--- src/hw/fifo_pkg.sv ---
package fifo_pkg;

    // --------------------------------------------------
    // FIFO sizes
    // --------------------------------------------------
    localparam int DATA_W     = 16;
    localparam int FIFO_DEPTH = 8;
    localparam int PTR_W      = $clog2(FIFO_DEPTH);
    localparam int CNT_W      = $clog2(FIFO_DEPTH + 1);

    typedef logic [DATA_W-1:0] data_t;

    // --------------------------------------------------
    // AXI4-Lite port
    // --------------------------------------------------
    localparam int AXIL_ADDR_W = 8;
    localparam int AXIL_DATA_W = 32;

    localparam logic [1:0] RESP_OKAY   = 2'b00;
    localparam logic [1:0] RESP_SLVERR = 2'b10;

    // --------------------------------------------------
    // Register map
    // --------------------------------------------------
    typedef enum logic [1:0] {
        REG_CONTROL,
        REG_INFO,
        REG_STATUS,
        REG_PTRS
    } reg_idx_t;

    localparam logic [AXIL_ADDR_W-1:0] ADDR_CONTROL = 8'h00;
    localparam logic [AXIL_ADDR_W-1:0] ADDR_INFO    = 8'h04;
    localparam logic [AXIL_ADDR_W-1:0] ADDR_STATUS  = 8'h08;
    localparam logic [AXIL_ADDR_W-1:0] ADDR_PTRS    = 8'h0C;

    // Field positions
    localparam int CTRL_SOFT_RST  = 0;
    localparam int INFO_DEPTH_LSB = 0;
    localparam int INFO_WIDTH_LSB = 16;
    localparam int STAT_FULL      = 0;
    localparam int STAT_EMPTY     = 1;
    localparam int STAT_OFLOW     = 2;
    localparam int STAT_UFLOW     = 3;
    localparam int STAT_COUNT_LSB = 8;
    localparam int PTRS_WR_LSB    = 0;
    localparam int PTRS_RD_LSB    = 8;

endpackage

--- src/hw/fifo_core.sv ---
`timescale 1ns/1ps

module fifo_core (
    input  logic                      wr_clk,
    input  logic                      i_rst_n,
    input  logic                      i_soft_rst,
    input  logic                      i_wr,
    input  fifo_pkg::data_t           i_wr_data,
    input  logic                      i_rd,
    output fifo_pkg::data_t           o_rd_data,
    output logic                      o_full,
    output logic                      o_empty,
    output logic [fifo_pkg::CNT_W-1:0] o_count,
    output logic                      o_oflow,
    output logic                      o_uflow,
    output logic [fifo_pkg::PTR_W-1:0] o_wr_ptr,
    output logic [fifo_pkg::PTR_W-1:0] o_rd_ptr
);
    import fifo_pkg::*;

    // --------------------------------------------------
    // Storage and state
    // --------------------------------------------------
    data_t mem [FIFO_DEPTH];

    logic [PTR_W-1:0] wr_ptr;
    logic [PTR_W-1:0] rd_ptr;
    logic [CNT_W-1:0] count;
    logic [CNT_W-1:0] count_nxt;
    logic             full;
    logic             empty;
    logic             oflow;
    logic             uflow;
    logic             push;
    logic             pop;

    function automatic logic [PTR_W-1:0] ptr_inc(input logic [PTR_W-1:0] ptr);
        if (ptr == PTR_W'(FIFO_DEPTH - 1)) begin
            return '0;
        end
        return ptr + 1'b1;
    endfunction

    // Blocked operations are dropped here
    assign push = i_wr && !full && !i_soft_rst;
    assign pop  = i_rd && !empty && !i_soft_rst;

    always_comb begin
        count_nxt = count;
        case ({push, pop})
            2'b10:   count_nxt = count + 1'b1;
            2'b01:   count_nxt = count - 1'b1;
            default: count_nxt = count;
        endcase
    end

    // Payload array
    always_ff @(posedge wr_clk) begin
        if (push) begin
            mem[wr_ptr] <= i_wr_data;
        end
    end

    // --------------------------------------------------
    // Pointers, count, flags
    // --------------------------------------------------
    always_ff @(posedge wr_clk or negedge i_rst_n) begin
        if (!i_rst_n) begin
            wr_ptr <= '0;
            rd_ptr <= '0;
            count  <= '0;
            full   <= 1'b0;
            empty  <= 1'b1;
            oflow  <= 1'b0;
            uflow  <= 1'b0;
        end else if (i_soft_rst) begin
            wr_ptr <= '0;
            rd_ptr <= '0;
            count  <= '0;
            full   <= 1'b0;
            empty  <= 1'b1;
            oflow  <= 1'b0;
            uflow  <= 1'b0;
        end else begin
            if (push) begin
                wr_ptr <= ptr_inc(wr_ptr);
            end
            if (pop) begin
                rd_ptr <= ptr_inc(rd_ptr);
            end
            count <= count_nxt;
            full  <= (count_nxt == CNT_W'(FIFO_DEPTH));
            empty <= (count_nxt == '0);
            // One-cycle pulses for dropped requests
            oflow <= i_wr && full;
            uflow <= i_rd && empty;
        end
    end

    // First word falls through
    assign o_rd_data = mem[rd_ptr];
    assign o_full    = full;
    assign o_empty   = empty;
    assign o_count   = count;
    assign o_oflow   = oflow;
    assign o_uflow   = uflow;
    assign o_wr_ptr  = wr_ptr;
    assign o_rd_ptr  = rd_ptr;

endmodule

--- src/hw/axil_decoder.sv ---
`timescale 1ns/1ps

module fifo_axil_decoder (
    input  logic                            wr_clk,
    input  logic                            i_rst_n,
    // Write address and data
    input  logic                            i_awvalid,
    output logic                            o_awready,
    input  logic [fifo_pkg::AXIL_ADDR_W-1:0] i_awaddr,
    input  logic                            i_wvalid,
    output logic                            o_wready,
    input  logic [fifo_pkg::AXIL_DATA_W-1:0] i_wdata,
    // Write response
    output logic                            o_bvalid,
    input  logic                            i_bready,
    output logic [1:0]                      o_bresp,
    // Read address and data
    input  logic                            i_arvalid,
    output logic                            o_arready,
    input  logic [fifo_pkg::AXIL_ADDR_W-1:0] i_araddr,
    output logic                            o_rvalid,
    input  logic                            i_rready,
    output logic [fifo_pkg::AXIL_DATA_W-1:0] o_rdata,
    output logic [1:0]                      o_rresp,
    // Register block side
    output logic                            o_reg_wr,
    output fifo_pkg::reg_idx_t              o_reg_idx,
    output logic [fifo_pkg::AXIL_DATA_W-1:0] o_reg_wdata,
    input  logic [fifo_pkg::AXIL_DATA_W-1:0] i_reg_rdata
);
    import fifo_pkg::*;

    reg_idx_t wr_idx;
    reg_idx_t rd_idx;
    logic     wr_map;
    logic     rd_map;
    logic     rd_sel;
    logic     wr_stall;
    logic     aw_hs;
    logic     ar_hs;
    logic     bvalid;
    logic     rvalid;

    // Returns 1 for a mapped address
    function automatic logic addr_decode(
        input  logic [AXIL_ADDR_W-1:0] addr,
        output reg_idx_t               idx
    );
        addr_decode = 1'b1;
        idx         = REG_CONTROL;
        case (addr)
            ADDR_CONTROL: idx = REG_CONTROL;
            ADDR_INFO:    idx = REG_INFO;
            ADDR_STATUS:  idx = REG_STATUS;
            ADDR_PTRS:    idx = REG_PTRS;
            default:      addr_decode = 1'b0;
        endcase
    endfunction

    always_comb begin
        wr_map = addr_decode(i_awaddr, wr_idx);
        rd_map = addr_decode(i_araddr, rd_idx);
    end

    // --------------------------------------------------
    // Handshakes and register port arbitration
    // --------------------------------------------------
    assign ar_hs    = i_arvalid && !rvalid;
    assign rd_sel   = ar_hs && rd_map;
    // Read has priority on the register port
    assign wr_stall = rd_sel && wr_map;
    assign aw_hs    = i_awvalid && i_wvalid && !bvalid && !wr_stall;

    assign o_awready   = aw_hs;
    assign o_wready    = aw_hs;
    assign o_arready   = ar_hs;
    assign o_reg_wr    = aw_hs && wr_map;
    assign o_reg_idx   = rd_sel ? rd_idx : wr_idx;
    assign o_reg_wdata = i_wdata;

    // Response valid flags
    always_ff @(posedge wr_clk or negedge i_rst_n) begin
        if (!i_rst_n) begin
            bvalid <= 1'b0;
            rvalid <= 1'b0;
        end else begin
            if (aw_hs) begin
                bvalid <= 1'b1;
            end else if (i_bready) begin
                bvalid <= 1'b0;
            end
            if (ar_hs) begin
                rvalid <= 1'b1;
            end else if (i_rready) begin
                rvalid <= 1'b0;
            end
        end
    end

    // Response payload stays put while valid
    always_ff @(posedge wr_clk) begin
        if (aw_hs) begin
            o_bresp <= wr_map ? RESP_OKAY : RESP_SLVERR;
        end
        if (ar_hs) begin
            o_rdata <= rd_map ? i_reg_rdata : '0;
            o_rresp <= rd_map ? RESP_OKAY : RESP_SLVERR;
        end
    end

    assign o_bvalid = bvalid;
    assign o_rvalid = rvalid;

endmodule

--- src/hw/fifo_reg_blk.sv ---
`timescale 1ns/1ps

module fifo_reg_blk (
    input  logic                            wr_clk,
    input  logic                            i_rst_n,
    // Decoder side
    input  logic                            i_reg_wr,
    input  fifo_pkg::reg_idx_t              i_reg_idx,
    input  logic [fifo_pkg::AXIL_DATA_W-1:0] i_reg_wdata,
    output logic [fifo_pkg::AXIL_DATA_W-1:0] o_reg_rdata,
    // FIFO core side
    input  logic                            i_full,
    input  logic                            i_empty,
    input  logic [fifo_pkg::CNT_W-1:0]      i_count,
    input  logic                            i_oflow,
    input  logic                            i_uflow,
    input  logic [fifo_pkg::PTR_W-1:0]      i_wr_ptr,
    input  logic [fifo_pkg::PTR_W-1:0]      i_rd_ptr,
    output logic                            o_soft_rst
);
    import fifo_pkg::*;

    logic                   soft_rst;
    logic                   oflow_sticky;
    logic                   uflow_sticky;
    logic                   ctrl_wr;
    logic                   stat_wr;
    logic [AXIL_DATA_W-1:0] ctrl_word;
    logic [AXIL_DATA_W-1:0] info_word;
    logic [AXIL_DATA_W-1:0] stat_word;
    logic [AXIL_DATA_W-1:0] ptrs_word;

    assign ctrl_wr = i_reg_wr && (i_reg_idx == REG_CONTROL);
    assign stat_wr = i_reg_wr && (i_reg_idx == REG_STATUS);

    // --------------------------------------------------
    // Control and sticky status
    // --------------------------------------------------
    always_ff @(posedge wr_clk or negedge i_rst_n) begin
        if (!i_rst_n) begin
            soft_rst     <= 1'b0;
            oflow_sticky <= 1'b0;
            uflow_sticky <= 1'b0;
        end else begin
            if (ctrl_wr) begin
                soft_rst <= i_reg_wdata[CTRL_SOFT_RST];
            end
            // Set beats write-1-to-clear
            if (i_oflow) begin
                oflow_sticky <= 1'b1;
            end else if (stat_wr && i_reg_wdata[STAT_OFLOW]) begin
                oflow_sticky <= 1'b0;
            end
            if (i_uflow) begin
                uflow_sticky <= 1'b1;
            end else if (stat_wr && i_reg_wdata[STAT_UFLOW]) begin
                uflow_sticky <= 1'b0;
            end
        end
    end

    assign o_soft_rst = soft_rst;

    // --------------------------------------------------
    // Read words
    // --------------------------------------------------
    always_comb begin
        ctrl_word = '0;
        ctrl_word[CTRL_SOFT_RST] = soft_rst;

        info_word = '0;
        info_word[INFO_DEPTH_LSB +: 16] = 16'(FIFO_DEPTH);
        info_word[INFO_WIDTH_LSB +: 8]  = 8'(DATA_W);

        stat_word = '0;
        stat_word[STAT_FULL]  = i_full;
        stat_word[STAT_EMPTY] = i_empty;
        stat_word[STAT_OFLOW] = oflow_sticky;
        stat_word[STAT_UFLOW] = uflow_sticky;
        stat_word[STAT_COUNT_LSB +: CNT_W] = i_count;

        ptrs_word = '0;
        ptrs_word[PTRS_WR_LSB +: PTR_W] = i_wr_ptr;
        ptrs_word[PTRS_RD_LSB +: PTR_W] = i_rd_ptr;
    end

    // Index is always mapped here
    always_comb begin
        case (i_reg_idx)
            REG_CONTROL: o_reg_rdata = ctrl_word;
            REG_INFO:    o_reg_rdata = info_word;
            REG_STATUS:  o_reg_rdata = stat_word;
            REG_PTRS:    o_reg_rdata = ptrs_word;
            default:     o_reg_rdata = '0;
        endcase
    end

endmodule

--- src/hw/fifo_axil_top.sv ---
`timescale 1ns/1ps

module fifo_axil_top (
    input  logic                            wr_clk,
    input  logic                            i_rst_n,
    // AXI4-Lite slave
    input  logic                            i_awvalid,
    output logic                            o_awready,
    input  logic [fifo_pkg::AXIL_ADDR_W-1:0] i_awaddr,
    input  logic                            i_wvalid,
    output logic                            o_wready,
    input  logic [fifo_pkg::AXIL_DATA_W-1:0] i_wdata,
    output logic                            o_bvalid,
    input  logic                            i_bready,
    output logic [1:0]                      o_bresp,
    input  logic                            i_arvalid,
    output logic                            o_arready,
    input  logic [fifo_pkg::AXIL_ADDR_W-1:0] i_araddr,
    output logic                            o_rvalid,
    input  logic                            i_rready,
    output logic [fifo_pkg::AXIL_DATA_W-1:0] o_rdata,
    output logic [1:0]                      o_rresp,
    // FIFO stream
    input  logic                            i_wr,
    input  fifo_pkg::data_t                 i_wr_data,
    output logic                            o_wr_full,
    input  logic                            i_rd,
    output fifo_pkg::data_t                 o_rd_data,
    output logic                            o_rd_empty,
    output logic [fifo_pkg::CNT_W-1:0]      o_count
);
    import fifo_pkg::*;

    logic                   reg_wr;
    reg_idx_t               reg_idx;
    logic [AXIL_DATA_W-1:0] reg_wdata;
    logic [AXIL_DATA_W-1:0] reg_rdata;
    logic                   soft_rst;
    logic                   oflow;
    logic                   uflow;
    logic [PTR_W-1:0]       wr_ptr;
    logic [PTR_W-1:0]       rd_ptr;

    // --------------------------------------------------
    // Decode
    // --------------------------------------------------
    fifo_axil_decoder u_decoder (
        .wr_clk      (wr_clk),
        .i_rst_n     (i_rst_n),
        .i_awvalid   (i_awvalid),
        .o_awready   (o_awready),
        .i_awaddr    (i_awaddr),
        .i_wvalid    (i_wvalid),
        .o_wready    (o_wready),
        .i_wdata     (i_wdata),
        .o_bvalid    (o_bvalid),
        .i_bready    (i_bready),
        .o_bresp     (o_bresp),
        .i_arvalid   (i_arvalid),
        .o_arready   (o_arready),
        .i_araddr    (i_araddr),
        .o_rvalid    (o_rvalid),
        .i_rready    (i_rready),
        .o_rdata     (o_rdata),
        .o_rresp     (o_rresp),
        .o_reg_wr    (reg_wr),
        .o_reg_idx   (reg_idx),
        .o_reg_wdata (reg_wdata),
        .i_reg_rdata (reg_rdata)
    );

    // Register block
    fifo_reg_blk u_reg_blk (
        .wr_clk      (wr_clk),
        .i_rst_n     (i_rst_n),
        .i_reg_wr    (reg_wr),
        .i_reg_idx   (reg_idx),
        .i_reg_wdata (reg_wdata),
        .o_reg_rdata (reg_rdata),
        .i_full      (o_wr_full),
        .i_empty     (o_rd_empty),
        .i_count     (o_count),
        .i_oflow     (oflow),
        .i_uflow     (uflow),
        .i_wr_ptr    (wr_ptr),
        .i_rd_ptr    (rd_ptr),
        .o_soft_rst  (soft_rst)
    );

    // FIFO core
    fifo_core u_core (
        .wr_clk     (wr_clk),
        .i_rst_n    (i_rst_n),
        .i_soft_rst (soft_rst),
        .i_wr       (i_wr),
        .i_wr_data  (i_wr_data),
        .i_rd       (i_rd),
        .o_rd_data  (o_rd_data),
        .o_full     (o_wr_full),
        .o_empty    (o_rd_empty),
        .o_count    (o_count),
        .o_oflow    (oflow),
        .o_uflow    (uflow),
        .o_wr_ptr   (wr_ptr),
        .o_rd_ptr   (rd_ptr)
    );

endmodule

--- config.mk ---
export PLATFORM = sky130hd
export DESIGN_NAME = fifo_axil_top
export DESIGN_NICKNAME = d
export VERILOG_FILES = /design/src/hw/fifo_pkg.sv /design/src/hw/fifo_core.sv /design/src/hw/axil_decoder.sv /design/src/hw/fifo_reg_blk.sv /design/src/hw/fifo_axil_top.sv
export SDC_FILE = /design/constraint.sdc
export NUM_CORES = 1
export LEC_CHECK = 0
export ABC_CLOCK_PERIOD_IN_PS = 3900
export BUFFER_PORTS_ARGS = -buffer_cell sky130_fd_sc_hd__buf_2
export CAP_MARGIN = 20
export CORE_MARGIN = 2
export CORE_UTILIZATION = 25
export DETAILED_ROUTE_END_ITERATION = 10
export MAX_ROUTING_LAYER = met4
export PLACE_DENSITY = 0.54
export SYNTH_ARGS = -nofsm -noshare
export SYNTH_HDL_FRONTEND = slang
export SYNTH_SLANG_ARGS = --single-unit
--- constraint.sdc ---
create_clock -name wr_clk -period 3.9 [get_ports wr_clk]
set_input_delay 0.78 -clock wr_clk [delete_from_list [all_inputs] [get_ports wr_clk]]
set_output_delay 0.78 -clock wr_clk [all_outputs]
set_load 0.05 [all_outputs]
### Word level (Yosys, flattened, before mapping)

Memories as Yosys holds them, arrays and structs flattened.
Cells that the tools add are included.

* flip-flop bits (word level): 55
* bits in writable memories: 128
* bits of input ports: 73
* output and inout bits: 63
* logic and storage cells: 107
* memories kept: 1

Memory list
* u_core.mem: depth 8, width 16, rd ports 1, clocked after memory_dff 0, write ports 1, RTL line fifo_core.sv:24 `data_t mem [FIFO_DEPTH];`

* add/subtract/negate cells: 4
* eq/ne operators: 14
* muxes and demuxes: 38
* reductions and logical operators: 35

Operators with widths (count)
* $pmux W32 S4: 1
* $eq A8 B4 Y1 const B: 4
* $mux W3: 8
* $mux W1: 22
* $logic_and A1 B1 Y1: 17
* $eq A8 B3 Y1 const B: 2
* $logic_not A8 Y1: 2
* $pmux W2 S3: 2
* $reduce_bool A2 Y1: 6
* $pmux W4 S2: 1
* $reduce_or A4 Y1: 2
* $add A3 B1 Y3 const B: 2
* $eq A2 B2 Y1 const B: 3
* $eq A3 B3 Y1 const B: 2
* $logic_not A1 Y1: 6
* $mux W2: 3
* $add A4 B1 Y4 const B: 1
* $eq A2 B1 Y1 const B: 2
* $eq A4 B4 Y1 const B: 1
* $logic_not A4 Y1: 1
* $mux W4: 1
* $sub A4 B1 Y4 const B: 1
* $logic_not A2 Y1: 1

### Longest topological paths before layout

Gate-level depths: netlist of run 1.

* depth after elaboration: 12
* gate-level depth with buffers: 12
* depth with buffers taken out: 10

### Hierarchy

From an unflattened synthesis of run 1, not the netlist that was laid out.

* cell total of the unflattened synthesis: 451
* area, all modules: 7780.0 um^2

Modules (own cells, without submodules)
* fifo_core: instances 1, cells each 271, area an instance 5599.1 um^2, seq. area each 4195.3 um^2
* fifo_axil_decoder: instances 1, cells each 128, area an instance 1732.9 um^2, seq. area each 1071.0 um^2
* fifo_reg_blk: instances 1, cells each 52, area an instance 447.9 um^2, seq. area each 75.1 um^2

### Worst setup path before layout of run 1

Ideal clock, no wire load.

* path kind: input port to flip-flop
* start: in i_arvalid
* end: reg u_decoder.o_rdata[3] (netlist name) (data pin)
* library setup time: 0.255 ns
* arrival time: 2.973 ns
* setup slack: 0.672 ns
* stages on the path: 4
* path through: nor2b_1 > a32oi_4 > nor2b_4 > a31o_1

* cells in the longest elaborated chain, start to end: 5

Ends and longest elaborated chain
* from (decl): RTL line fifo_axil_top.sv:16 `input logic i_arvalid,`
* $logic_and A1 B1 Y1 (*): RTL line axil_decoder.sv:68 `assign ar_hs = i_arvalid && !rvalid;`
* $logic_and A1 B1 Y1 (*): RTL line axil_decoder.sv:69 `assign rd_sel = ar_hs && rd_map;`
* $mux W2 (*): RTL line axil_decoder.sv:78 `assign o_reg_idx = rd_sel ? rd_idx : wr_idx;`
* $eq A2 B2 Y1 (tied with other cells): RTL line fifo_reg_blk.sv:89 `case (i_reg_idx)`
* $pmux W32 S4 (*): RTL line fifo_reg_blk.sv:89
* to (signal assigned): RTL line axil_decoder.sv:106 `o_rdata <= rd_map ? i_reg_rdata : '0;`
* to (decl): RTL line axil_decoder.sv:23 `output logic [fifo_pkg::AXIL_DATA_W-1:0] o_rdata,`

Every way passes the cells marked *; elsewhere a longest branch is shown, timed or not. The select of a mux whose other input is x is not followed.
A chain may end at the register's enable or synchronous reset.

### Worst setup path in the final report of run 1

* start: reg u_core.rd_ptr[0], in the netlist u_core.o_rd_ptr[0]
* end: out o_rd_data[4]

* cells in the longest elaborated chain, start to end: 1

Ends and longest elaborated chain
* from (decl): RTL line fifo_core.sv:27 `logic [PTR_W-1:0] rd_ptr;`
* from (signal assigned): RTL line fifo_core.sv:89 `rd_ptr <= ptr_inc(rd_ptr);`
* $mem_v2 Z8 W16
* to (decl): RTL line fifo_axil_top.sv:28 `output fifo_pkg::data_t o_rd_data,`

Every way passes these cells.

==> out/metrics.cfg, run 1 <==
[logic_synthesis]
synth_fa_ha_area_share_pct = 1.31
syn_area_mm2 = 0.00670
synth_edf_count = 139
ys_types = 49
syn_avg_cell_area_um2 = 18.3
synth_warnings = 0
synth_compound_area_share_pct = 2.75
synth-seq-area-share_pct = 69.5
async_reset_ff_share_pct = 12.0
syn_inst = 365
yosys.area_share.simple_pct = 5.94
synthMuxAreaShare_pct = 15.5
synth_top_family_by_area = multiplexers
synth_xor_area_share_pct = 0.654
ys_ff_latch = 158
synth_ff_type = edfxtp_1

[floorplan]
io_pins = 136
die_h_um = 168
core_area_mm2 = 0.0262
start_util_pct = 25.5
die_area_mm2 = 0.0281
row_count = 59
fp.dieW_um = 168

[global_routing]
antenna_found_initial = 2
grt_pass1_vias = 3661
grt_max_degree = 35
grt-ovfl-total = 0
grt_usage_pct = 10.5
grt_pass1_wl_um = 21400

[clock_tree]
cts_root_buffer = clkbuf_16
cts_setup_buffers = 0
ctsResizeCount = 0
cts_sinks = 158
clk_pin_slew_ns = 0.07
insertion_delay_ns = 0.43
numCtsBuffers = 17
cts_tree = done
clockBufferDepth = 2
htreeDepth = 4
holdBufCountCts = 0

[routing]
routed_wl_um = 13800
drc_errors = 0
via_per_inst = 4.28
wl_per_cell_um = 17.1
firstDrtPassIters = 4
final_antenna_net_count = 0
vias = 3465
drtIter0Drc = 200

[sta]
slew_headroom_pct = 63.0
timing.final.crit_share_pct = 77.8
tns_ns = 0
rsz0062_at_grt = false
setup_viol = 0
fmax_ghz = 0.329
report.final.slew_viol_count = 0
finalCriticalPeriod_ns = 3.04
final_hold_viol_count = 0
whs_ns = 0.301
fin_skew_ns = 0.0146
tightest_slew_ns = 0.554
fin_ws_ns = 0.865

[place]
placed_area_mm2 = 0.00746
port-buffer-count = 81
dp_hpwl_um = 8520
gp_congestion = 0.772
pre_cts_ws_ns = 0.798

[power]
p_leak_nw = 2.91
powerDensity_mw_per_mm2 = 772
max-vdd-ir-drop_v = 0.000322

[worst_setup_path]
r2r_cells = 10
r2r-end = u_core.o_full
reg2reg_from = u_reg_blk.o_soft_rst
crit_fanout = 31
crit_arrival_ns = 2.26
start_kind = register
r2r_slack_ns = 1.02
endpoint_kind = output port
worst-setup-path-type = register to output port
crit_required_ns = 3.12

[layout]
drive_above_1_share_pct = 41.3
syn2layout_area_growth_pct = 20.7
nets = 539
design_area_mm2 = 0.00808
layout_commonest_cell = edfxtp_1
mostFrequentLayoutCells = edfxtp_1, buf_2, mux4_2
nFillCells = 2529

[hold_path]
hp-class = input pin to asynchronous set/reset pin

[status]
status = complete, no violations

[flow_run]
cap_violations = 0

## cells by family after synthesis
family | count (synthesis)
AND/OR/NAND/NOR | 66
multiplexers | 60
AO/OA/AOI/OAI | 20
adder cells (fa/ha/maj) | 7
other | 1
flip-flops | 158
buffers and inverters | 48
XOR/XNOR | 5
## cells in the mapped netlist (2+ instances only)
library cell / n / share of area (%)
edfxtp_1: 139 / 62
mux4_2: 32 / 11
nor2_1: 29 / 1.6
buf_4: 26 / 2.9
dfrtp_1: 18 / 6.7
mux2_2: 17 / 2.9
mux2i_1: 9 / 1.3
a21oi_1: 8 / 0.60
buf_2: 8 / 0.60
clkbuf_1: 7 / 0.39
ha_1: 7 / 1.3
inv_1: 6 / 0.34
nand2_1: 6 / 0.34
nand2b_1: 5 / 0.47
nor3_1: 4 / 0.30
nor3b_1: 4 / 0.45
xor2_1: 3 / 0.39
a41oi_2: 2 / 0.49
and3b_1: 2 / 0.26
nand3b_1: 2 / 0.22
or2_2: 2 / 0.19
xnor2_1: 2 / 0.26
## worst max-delay path, stage by stage, from the launching register on
cell,delay [ns]
dfrtp_2,0.45
buf_12,0.29
mux4_2,0.55
mux2_2,0.30
buf_2,0.22
## layout make-up
cell class	instances	area [µm²]	share of cell area, %
antenna	2	5.00	0.0619
clock buffer	17	425	5.26
clock inverter	15	191	2.37
inverter	6	22.5	0.279
multi-input combinational	183	1860	23.0
sequential	158	4650	57.6
tap	335	419	5.19
timing repair buffer	93	508	6.29
## per-stage QoR
step | util [%] | instances | power, mW
floorplan | - | 389 | 4.02
global placement | 28.5 | 775 | 4.57
finish | 30.8 | 809 | 6.23
detailed placement | 28.5 | 775 | 4.62
CTS | 30.8 | 807 | 6.33
global route | 30.8 | 809 | 6.54
## per-layer routing
| metal | GRT usage (%) | vias up | wire, µm |
|---|---|---|---|
| li1 | - | 1568 | - |
| met4 | 3.67 | 0 | 208 |
| met5 | - | - | 0 |
| met2 | 17.6 | 104 | 6890 |
| met3 | 2.81 | 18 | 624 |
| met1 | 12.4 | 1775 | 6110 |
## how the worst max path moves through the flow
stage | from | cells past startpoint | end
after floorplan | i_arvalid | 4 | u_decoder.o_rdata[3]
after global placement | i_awaddr[1] | 5 | o_awready
after detailed placement | i_wr | 11 | u_core.o_full
after CTS | u_core.o_rd_ptr[0] | 4 | o_rd_data[4]
after global routing | u_core.o_rd_ptr[0] | 4 | o_rd_data[3]
final | u_core.o_rd_ptr[0] | 4 | o_rd_data[4]
## registers in the layout, indices dropped and copies added (netlist names), 3 cells and up
name and cells:
u_core.mem 128, u_decoder.o_rdata 9, u_core.o_count 4, u_core.o_rd_ptr 3, u_core.o_wr_ptr 3
## report_power, final
group / internal, mW / switching, mW
logic: 0.796 / 1.46
registers: 2.13 / 0.151
clock network: 0.927 / 0.770
total: 3.85 / 2.39
Power figures use the tool's default switching activity.
==> run 2: changes to the inputs <==
--- a/config.mk
+++ b/config.mk
@@ -5,7 +5,7 @@
 export SDC_FILE = /design/constraint.sdc
 export NUM_CORES = 1
 export LEC_CHECK = 0
-export ABC_CLOCK_PERIOD_IN_PS = 3900
+export ABC_CLOCK_PERIOD_IN_PS = 2800
 export BUFFER_PORTS_ARGS = -buffer_cell sky130_fd_sc_hd__buf_2
 export CAP_MARGIN = 20
 export CORE_MARGIN = 2
==> constraint.sdc (replaced) <==
create_clock -name wr_clk -period 2.8 [get_ports wr_clk]
set_input_delay 0.56 -clock wr_clk [delete_from_list [all_inputs] [get_ports wr_clk]]
set_output_delay 0.56 -clock wr_clk [all_outputs]
set_load 0.05 [all_outputs]
==> run 2 against run 1 <==
  * Die area stayed put
  * Largest power group is now combinational cells
  * Sequential share of layout area shrank 0.26 points
  * Routed wire length is 3.0% lower
  * Clock power rose by 32%
  * Critical endpoint is now o_rd_data[5]
==> out/metrics.cfg, run 2 (same netlist as run 1, synthesis figures left out) <==
[status]
status = complete, no violations

[worst_setup_path]
crit_fanout = 18  ; -42%
reg2reg_from = u_reg_blk.o_soft_rst
crit_required_ns = 2.24  ; -0.88 ns
crit_chain = buf_12, mux4_2, mux2_2, buf_2
crit_arrival_ns = 2.14  ; -0.12 ns
cpMaxStageDelayCell = mux4_2
start_kind = register
r2r_cells = 10  ; unchanged
r2r_slack_ns = 0.37  ; -0.65 ns
worst-setup-path-type = register to output port
r2r-end = u_core.o_full
endpoint_kind = output port
max_stage_delay_ns = 0.53  ; -0.02 ns

[global_routing]
grt-ovfl-total = 0  ; unchanged
grt_pass1_vias = 3619  ; -1.1%
grt_pass1_wl_um = 20500  ; -3.8%
antenna_found_initial = 0  ; -2
grt_usage_pct = 10.2  ; -0.34 points
grt_max_degree = 36  ; +2.9%

[place]
gp_congestion = 0.715  ; -7.4%
dp_hpwl_um = 8520  ; about the same
port-buffer-count = 81  ; unchanged
pre_cts_ws_ns = 0.204  ; -0.594 ns

[sta]
tns_ns = 0  ; unchanged
timing.final.crit_share_pct = 96.6
finalCriticalPeriod_ns = 2.70
fin_ws_ns = 0.0958  ; -0.769 ns
setup_viol = 0  ; unchanged
fmax_ghz = 0.370
rsz0062_at_grt = false
final_hold_viol_count = 0  ; unchanged
fin_skew_ns = 0.0108  ; -0.00380 ns
report.final.slew_viol_count = 0  ; unchanged

[floorplan]
die_area_mm2 = 0.0281  ; unchanged
start_util_pct = 25.5  ; unchanged
die_h_um = 168  ; unchanged
fp.dieW_um = 168  ; unchanged
io_pins = 136  ; unchanged
core_area_mm2 = 0.0262  ; unchanged
row_count = 59  ; unchanged

[power]
swShare_pct = 38.2  ; about the same
power_mw = 8.64  ; +39%
pwr-share-comb_pct = 37.2  ; +0.9 points
p_int_mw = 5.33  ; +39%
p_seq_share_pct = 36.7  ; +0.2 points
clkPwrFrac_pct = 26.1  ; -1.1 points
p_sw_mw = 3.30  ; +38%
powerDensity_mw_per_mm2 = 1060  ; +38%
p_leak_nw = 2.94  ; +1.1%
max-vdd-ir-drop_v = 0.000634  ; +97%

[layout]
antennaDiodeCount = 0  ; -2
utilization_pct = 31.0  ; +0.14 points
nets = 545  ; +1.1%
syn2layout_area_growth_pct = 21.2
nFillCells = 2534  ; +0.20%
multi_input_area_mm2 = 0.00186  ; +0.13%
layout_commonest_cell = edfxtp_1
mostFrequentLayoutCells = edfxtp_1, buf_2, mux4_2
drive_above_1_share_pct = 42.3  ; +0.95 points
largest_register = u_core.mem
regArea_mm2 = 0.00465  ; unchanged
largest_reg_flops = 128  ; unchanged

[routing]
via_per_inst = 4.24  ; -0.92%
vias = 3450  ; -0.43%
firstDrtPassIters = 4  ; unchanged
wl_per_cell_um = 16.5  ; -3.4%
final_antenna_net_count = 0  ; unchanged
drc_errors = 0  ; unchanged
drtIter0Drc = 192  ; -4.0%
routed_wl_um = 13400  ; -3.0%

[clock_tree]
numCtsBuffers = 17  ; unchanged
clk_pin_slew_ns = 0.07  ; about the same
clockBufferDepth = 2  ; unchanged
htreeDepth = 4  ; unchanged
insertion_delay_ns = 0.42  ; about the same
cts_root_buffer = clkbuf_16
cts_tree = done
holdBufCountCts = 0  ; unchanged
ctsResizeCount = 0  ; unchanged
cts_sinks = 158  ; unchanged

[hold_path]
hp-class = input pin to asynchronous set/reset pin

[flow_run]
cap_violations = 0  ; unchanged

==> run 2: worst max path at each step <==
stage	startpoint	endpoint	slack [ns]	cells after the start
after global placement	i_awaddr[1]	o_wready	0.23	5
after detailed placement	i_wr	u_core.o_full	0.20	11
final	u_core.o_rd_ptr[0]	o_rd_data[5]	0.1	4
after floorplan	i_awaddr[1]	o_wready	0.14	4
after CTS	u_core.o_rd_ptr[0]	o_rd_data[5]	0.06	4
after global routing	u_core.o_rd_ptr[0]	o_rd_data[5]	0.02	4
==> run 2: layout make-up <==
type | count | share of cell area, %
timing repair buffer | 99 | 7.12
tap | 335 | 5.16
clock buffer | 17 | 5.24
inverter | 6 | 0.277
sequential | 158 | 57.3
clock inverter | 15 | 1.97
multi-input combinational | 183 | 22.9
==> run 2: critical path: cells and delay by family (launching register included) <==
family	cells	cell delay, ns
buffers and inverters	2	0.44
muxes	2	0.83
DFF	1	0.45
==> run 2: layer usage <==
layer  part of all wire (%)  track usage, %  wire length, µm
met5                      0               -                0
met4                    1.3            3.40              174
met3                    4.4            2.58              585
met2                     52            17.1             6920
met1                     43            12.1             5740
==> run 2: what timing repair did <==
item                                    4_1_cts  5_1_grt
endpoints found under the setup margin        2        0
buffers inserted                              2        0
endpoints found under the hold margin         0        0
==> run 2: stage by stage <==
stage,hold slack [ns],instance area (µm²),instances
floorplan,0.264,6790,389
global route,0.122,8120,813
detailed placement,0.490,7520,779
finish,0.0963,8120,813
CTS,0.0956,8120,813
global placement,0.483,7520,779
==> run 2: power by group through the flow <==
stage	Combinational, mW	Sequential, mW	Clock, mW
after floorplan	2.30	3.31	0
final	3.21	3.17	2.25
after CTS	3.29	3.17	2.30
after global routing	3.46	3.20	2.41
after global placement	3.20	3.21	0
after detailed placement	3.25	3.23	0
==> run 3: changes to the inputs <==
--- a/config.mk
+++ b/config.mk
@@ -9,10 +9,11 @@
 export BUFFER_PORTS_ARGS = -buffer_cell sky130_fd_sc_hd__buf_2
 export CAP_MARGIN = 20
 export CORE_MARGIN = 2
-export CORE_UTILIZATION = 25
+export CORE_UTILIZATION = 45
+export CTS_BUF_LIST = sky130_fd_sc_hd__clkbuf_4
 export DETAILED_ROUTE_END_ITERATION = 10
 export MAX_ROUTING_LAYER = met4
-export PLACE_DENSITY = 0.54
+export PLACE_DENSITY = 0.78
 export SYNTH_ARGS = -nofsm -noshare
 export SYNTH_HDL_FRONTEND = slang
 export SYNTH_SLANG_ARGS = --single-unit
==> run 3 against run 2 <==
  * Design area shrank 4.0%
  * Register-to-register slack worse by 0.10 ns
  * Core utilization grew 23 points
  * Die area is 44% lower
  * Sequential share of layout area is 2.4 points higher
  * Largest power group unchanged
  * Flip-flop and latch count unchanged
  * Maximum frequency decreased by 2.1%
  * Setup slack lost 0.058 ns
  * Critical endpoint is now o_rd_data[3]
  * Worst hold slack better by 0.11 ns
  * Largest cell class unchanged
  * Critical path depth did not move
  * First-iteration DRC count down 13%
  * Power fell by 5.5%
==> out/metrics.cfg, run 3 (same netlist as run 1, synthesis figures left out) <==
[flow_run]
cap_violations = 0  ; unchanged

[sta]
rsz0062_at_grt = true
fmax_ghz = 0.362  ; -2.1%
fin_ws_ns = 0.0374  ; -0.0585 ns
final_hold_viol_count = 0  ; unchanged
fin_skew_ns = 0.0193  ; +0.00844 ns
finalCriticalPeriod_ns = 2.76  ; +0.0585 ns
timing.final.crit_share_pct = 98.7  ; +2.1 points
report.final.slew_viol_count = 0  ; unchanged
setup_viol = 0  ; unchanged
tns_ns = 0  ; unchanged

[place]
gp_congestion = 0.811  ; +13%
port-buffer-count = 81  ; unchanged
dp_hpwl_um = 8030  ; -5.8%
pre_cts_ws_ns = 0.227  ; +0.0233 ns
dp.cells = 628  ; -19%
placed_area_mm2 = 0.00733  ; -2.5%

[layout]
final_cells = 665  ; -18%
drive_above_1_share_pct = 42.1  ; -0.18 points
design_area_mm2 = 0.00779  ; -4.0%
utilization_pct = 53.6  ; +23 points
layout_commonest_cell = edfxtp_1
nets = 547  ; +0.37%
largest_register = u_core.mem
mostFrequentLayoutCells = edfxtp_1, buf_2, mux4_2
largest_reg_flops = 128  ; unchanged
syn2layout_area_growth_pct = 16.4

[floorplan]
die_h_um = 126  ; -25%
row_count = 44  ; -25%
start_util_pct = 46.1  ; +21 points
die_area_mm2 = 0.0159  ; -44%
core_area_mm2 = 0.0145  ; -45%
io_pins = 136  ; unchanged
fp.dieW_um = 126  ; -25%

[routing]
vias = 3499  ; +1.4%
final_antenna_net_count = 0  ; unchanged
drtIter0Drc = 168  ; -13%
dr_wl_met3_um = 663  ; +13%
wl_per_cell_um = 18.9  ; +15%
met2_length_um = 6440  ; -6.9%
routed.top_layer = met4
firstDrtPassIters = 4  ; unchanged
drc_errors = 0  ; unchanged
m1WireLength_um = 5370  ; -6.4%
via_per_inst = 5.26  ; +24%
routed_wl_um = 12600  ; -6.2%

[worst_setup_path]
critPathLaunch = u_core.o_rd_ptr[0]
worst-setup-path-type = register to output port
endpoint_kind = output port
r2r-end = u_core.o_full
reg2reg_from = u_reg_blk.o_soft_rst
crit_required_ns = 2.24  ; about the same
r2r_slack_ns = 0.27  ; -0.10 ns
r2r_cells = 10  ; unchanged
start_kind = register
crit_fanout = 14  ; -4
crit_arrival_ns = 2.20  ; +0.06 ns
setup.worst_path.end = o_rd_data[3]

[hold_path]
worstHoldStart = i_rready
hp-class = input pin to register

[clock_tree]
cts_root_buffer = clkbuf_4
numCtsBuffers = 17  ; unchanged
htreeDepth = 4  ; unchanged
clk_pin_slew_ns = 0.12  ; +0.05 ns
clockBufferDepth = 2  ; unchanged
cts_tree = done
cts_sinks = 158  ; unchanged
insertion_delay_ns = 0.53  ; +0.11 ns

[global_routing]
grt-ovfl-total = 0  ; unchanged
antenna_found_initial = 0  ; unchanged
grt_max_degree = 35  ; -2.8%
grt_pass1_vias = 3650  ; +0.86%
grt_pass1_wl_um = 19700  ; -4.3%
grt_usage_pct = 16.9  ; +6.7 points

[power]
max-vdd-ir-drop_v = 0.00110  ; +73%
powerDensity_mw_per_mm2 = 1050  ; -1.6%
p_leak_nw = 2.89  ; -1.8%

[status]
status = complete, no violations

## run 3: cell types whose count changed in the layout (fill, tap and decap cells not counted), moves of 6 or more
| cell | change |
|---|---|
| buf_2 | -16 |
| buf_6 | +15 |
| clkbuf_16 | -17 |
| clkbuf_4 | +17 |
| mux2_2 | -6 |
| mux2_4 | +6 |
## run 3: layout make-up
| type | instances | area, µm² |
|---|---|---|
| fillers | 1140 | 6740 |
| repair buffers | 101 | 692 |
| well taps | 184 | 230 |
| multi-input cells | 183 | 1880 |
| clock buffers | 17 | 128 |
| clock inverters | 15 | 184 |
| diodes | 1 | 2.50 |
| flip-flops and latches | 158 | 4650 |
| inverters | 6 | 22.5 |
## run 3: worst min path at each step
| stage | cells past startpoint | to |
|---|---|---|
| after floorplan | 0 | u_core.o_count[0] |
| after global placement | 1 | u_decoder.o_bvalid |
| after detailed placement | 1 | u_decoder.o_bvalid |
| after CTS | 2 | u_decoder.o_rvalid |
| after global routing | 2 | u_decoder.o_rvalid |
| final | 2 | u_decoder.o_rvalid |
## run 3: critical path, cell delays in order (launching register included)
cell	delay [ns]
dfrtp_2	0.49
buf_12	0.20
mux4_2	0.53
mux2_4	0.30
buf_6	0.16
## run 3: repair_timing
action                                  CTS  global route
endpoints found under the setup margin   15            16
setup buffers                             3             0
hold buffers                              1             0
hold endpoints to repair                 18             0
gates resized for setup                  32             6
## run 3: report_power, final
part,switching [mW],internal [mW]
sequential,0.215,2.96
clock,0.813,0.636
combinational,2.07,1.47
total,3.10,5.06
## run 3: routing by layer
layer  up-vias  GRT usage, %
met3         9          4.89
met4         0          4.46
li1       1578             -
met5         -             -
met1      1779          20.5
met2       133          28.2
## run 3: stage by stage
step	power [mW]	hold slack (ns)
6_report	8.16	0.210
5_1_grt	8.55	0.151
4_1_cts	8.20	0.150
3_5_place_dp	6.43	0.496
3_3_place_gp	6.32	0.478
2_1_floorplan	5.60	0.264
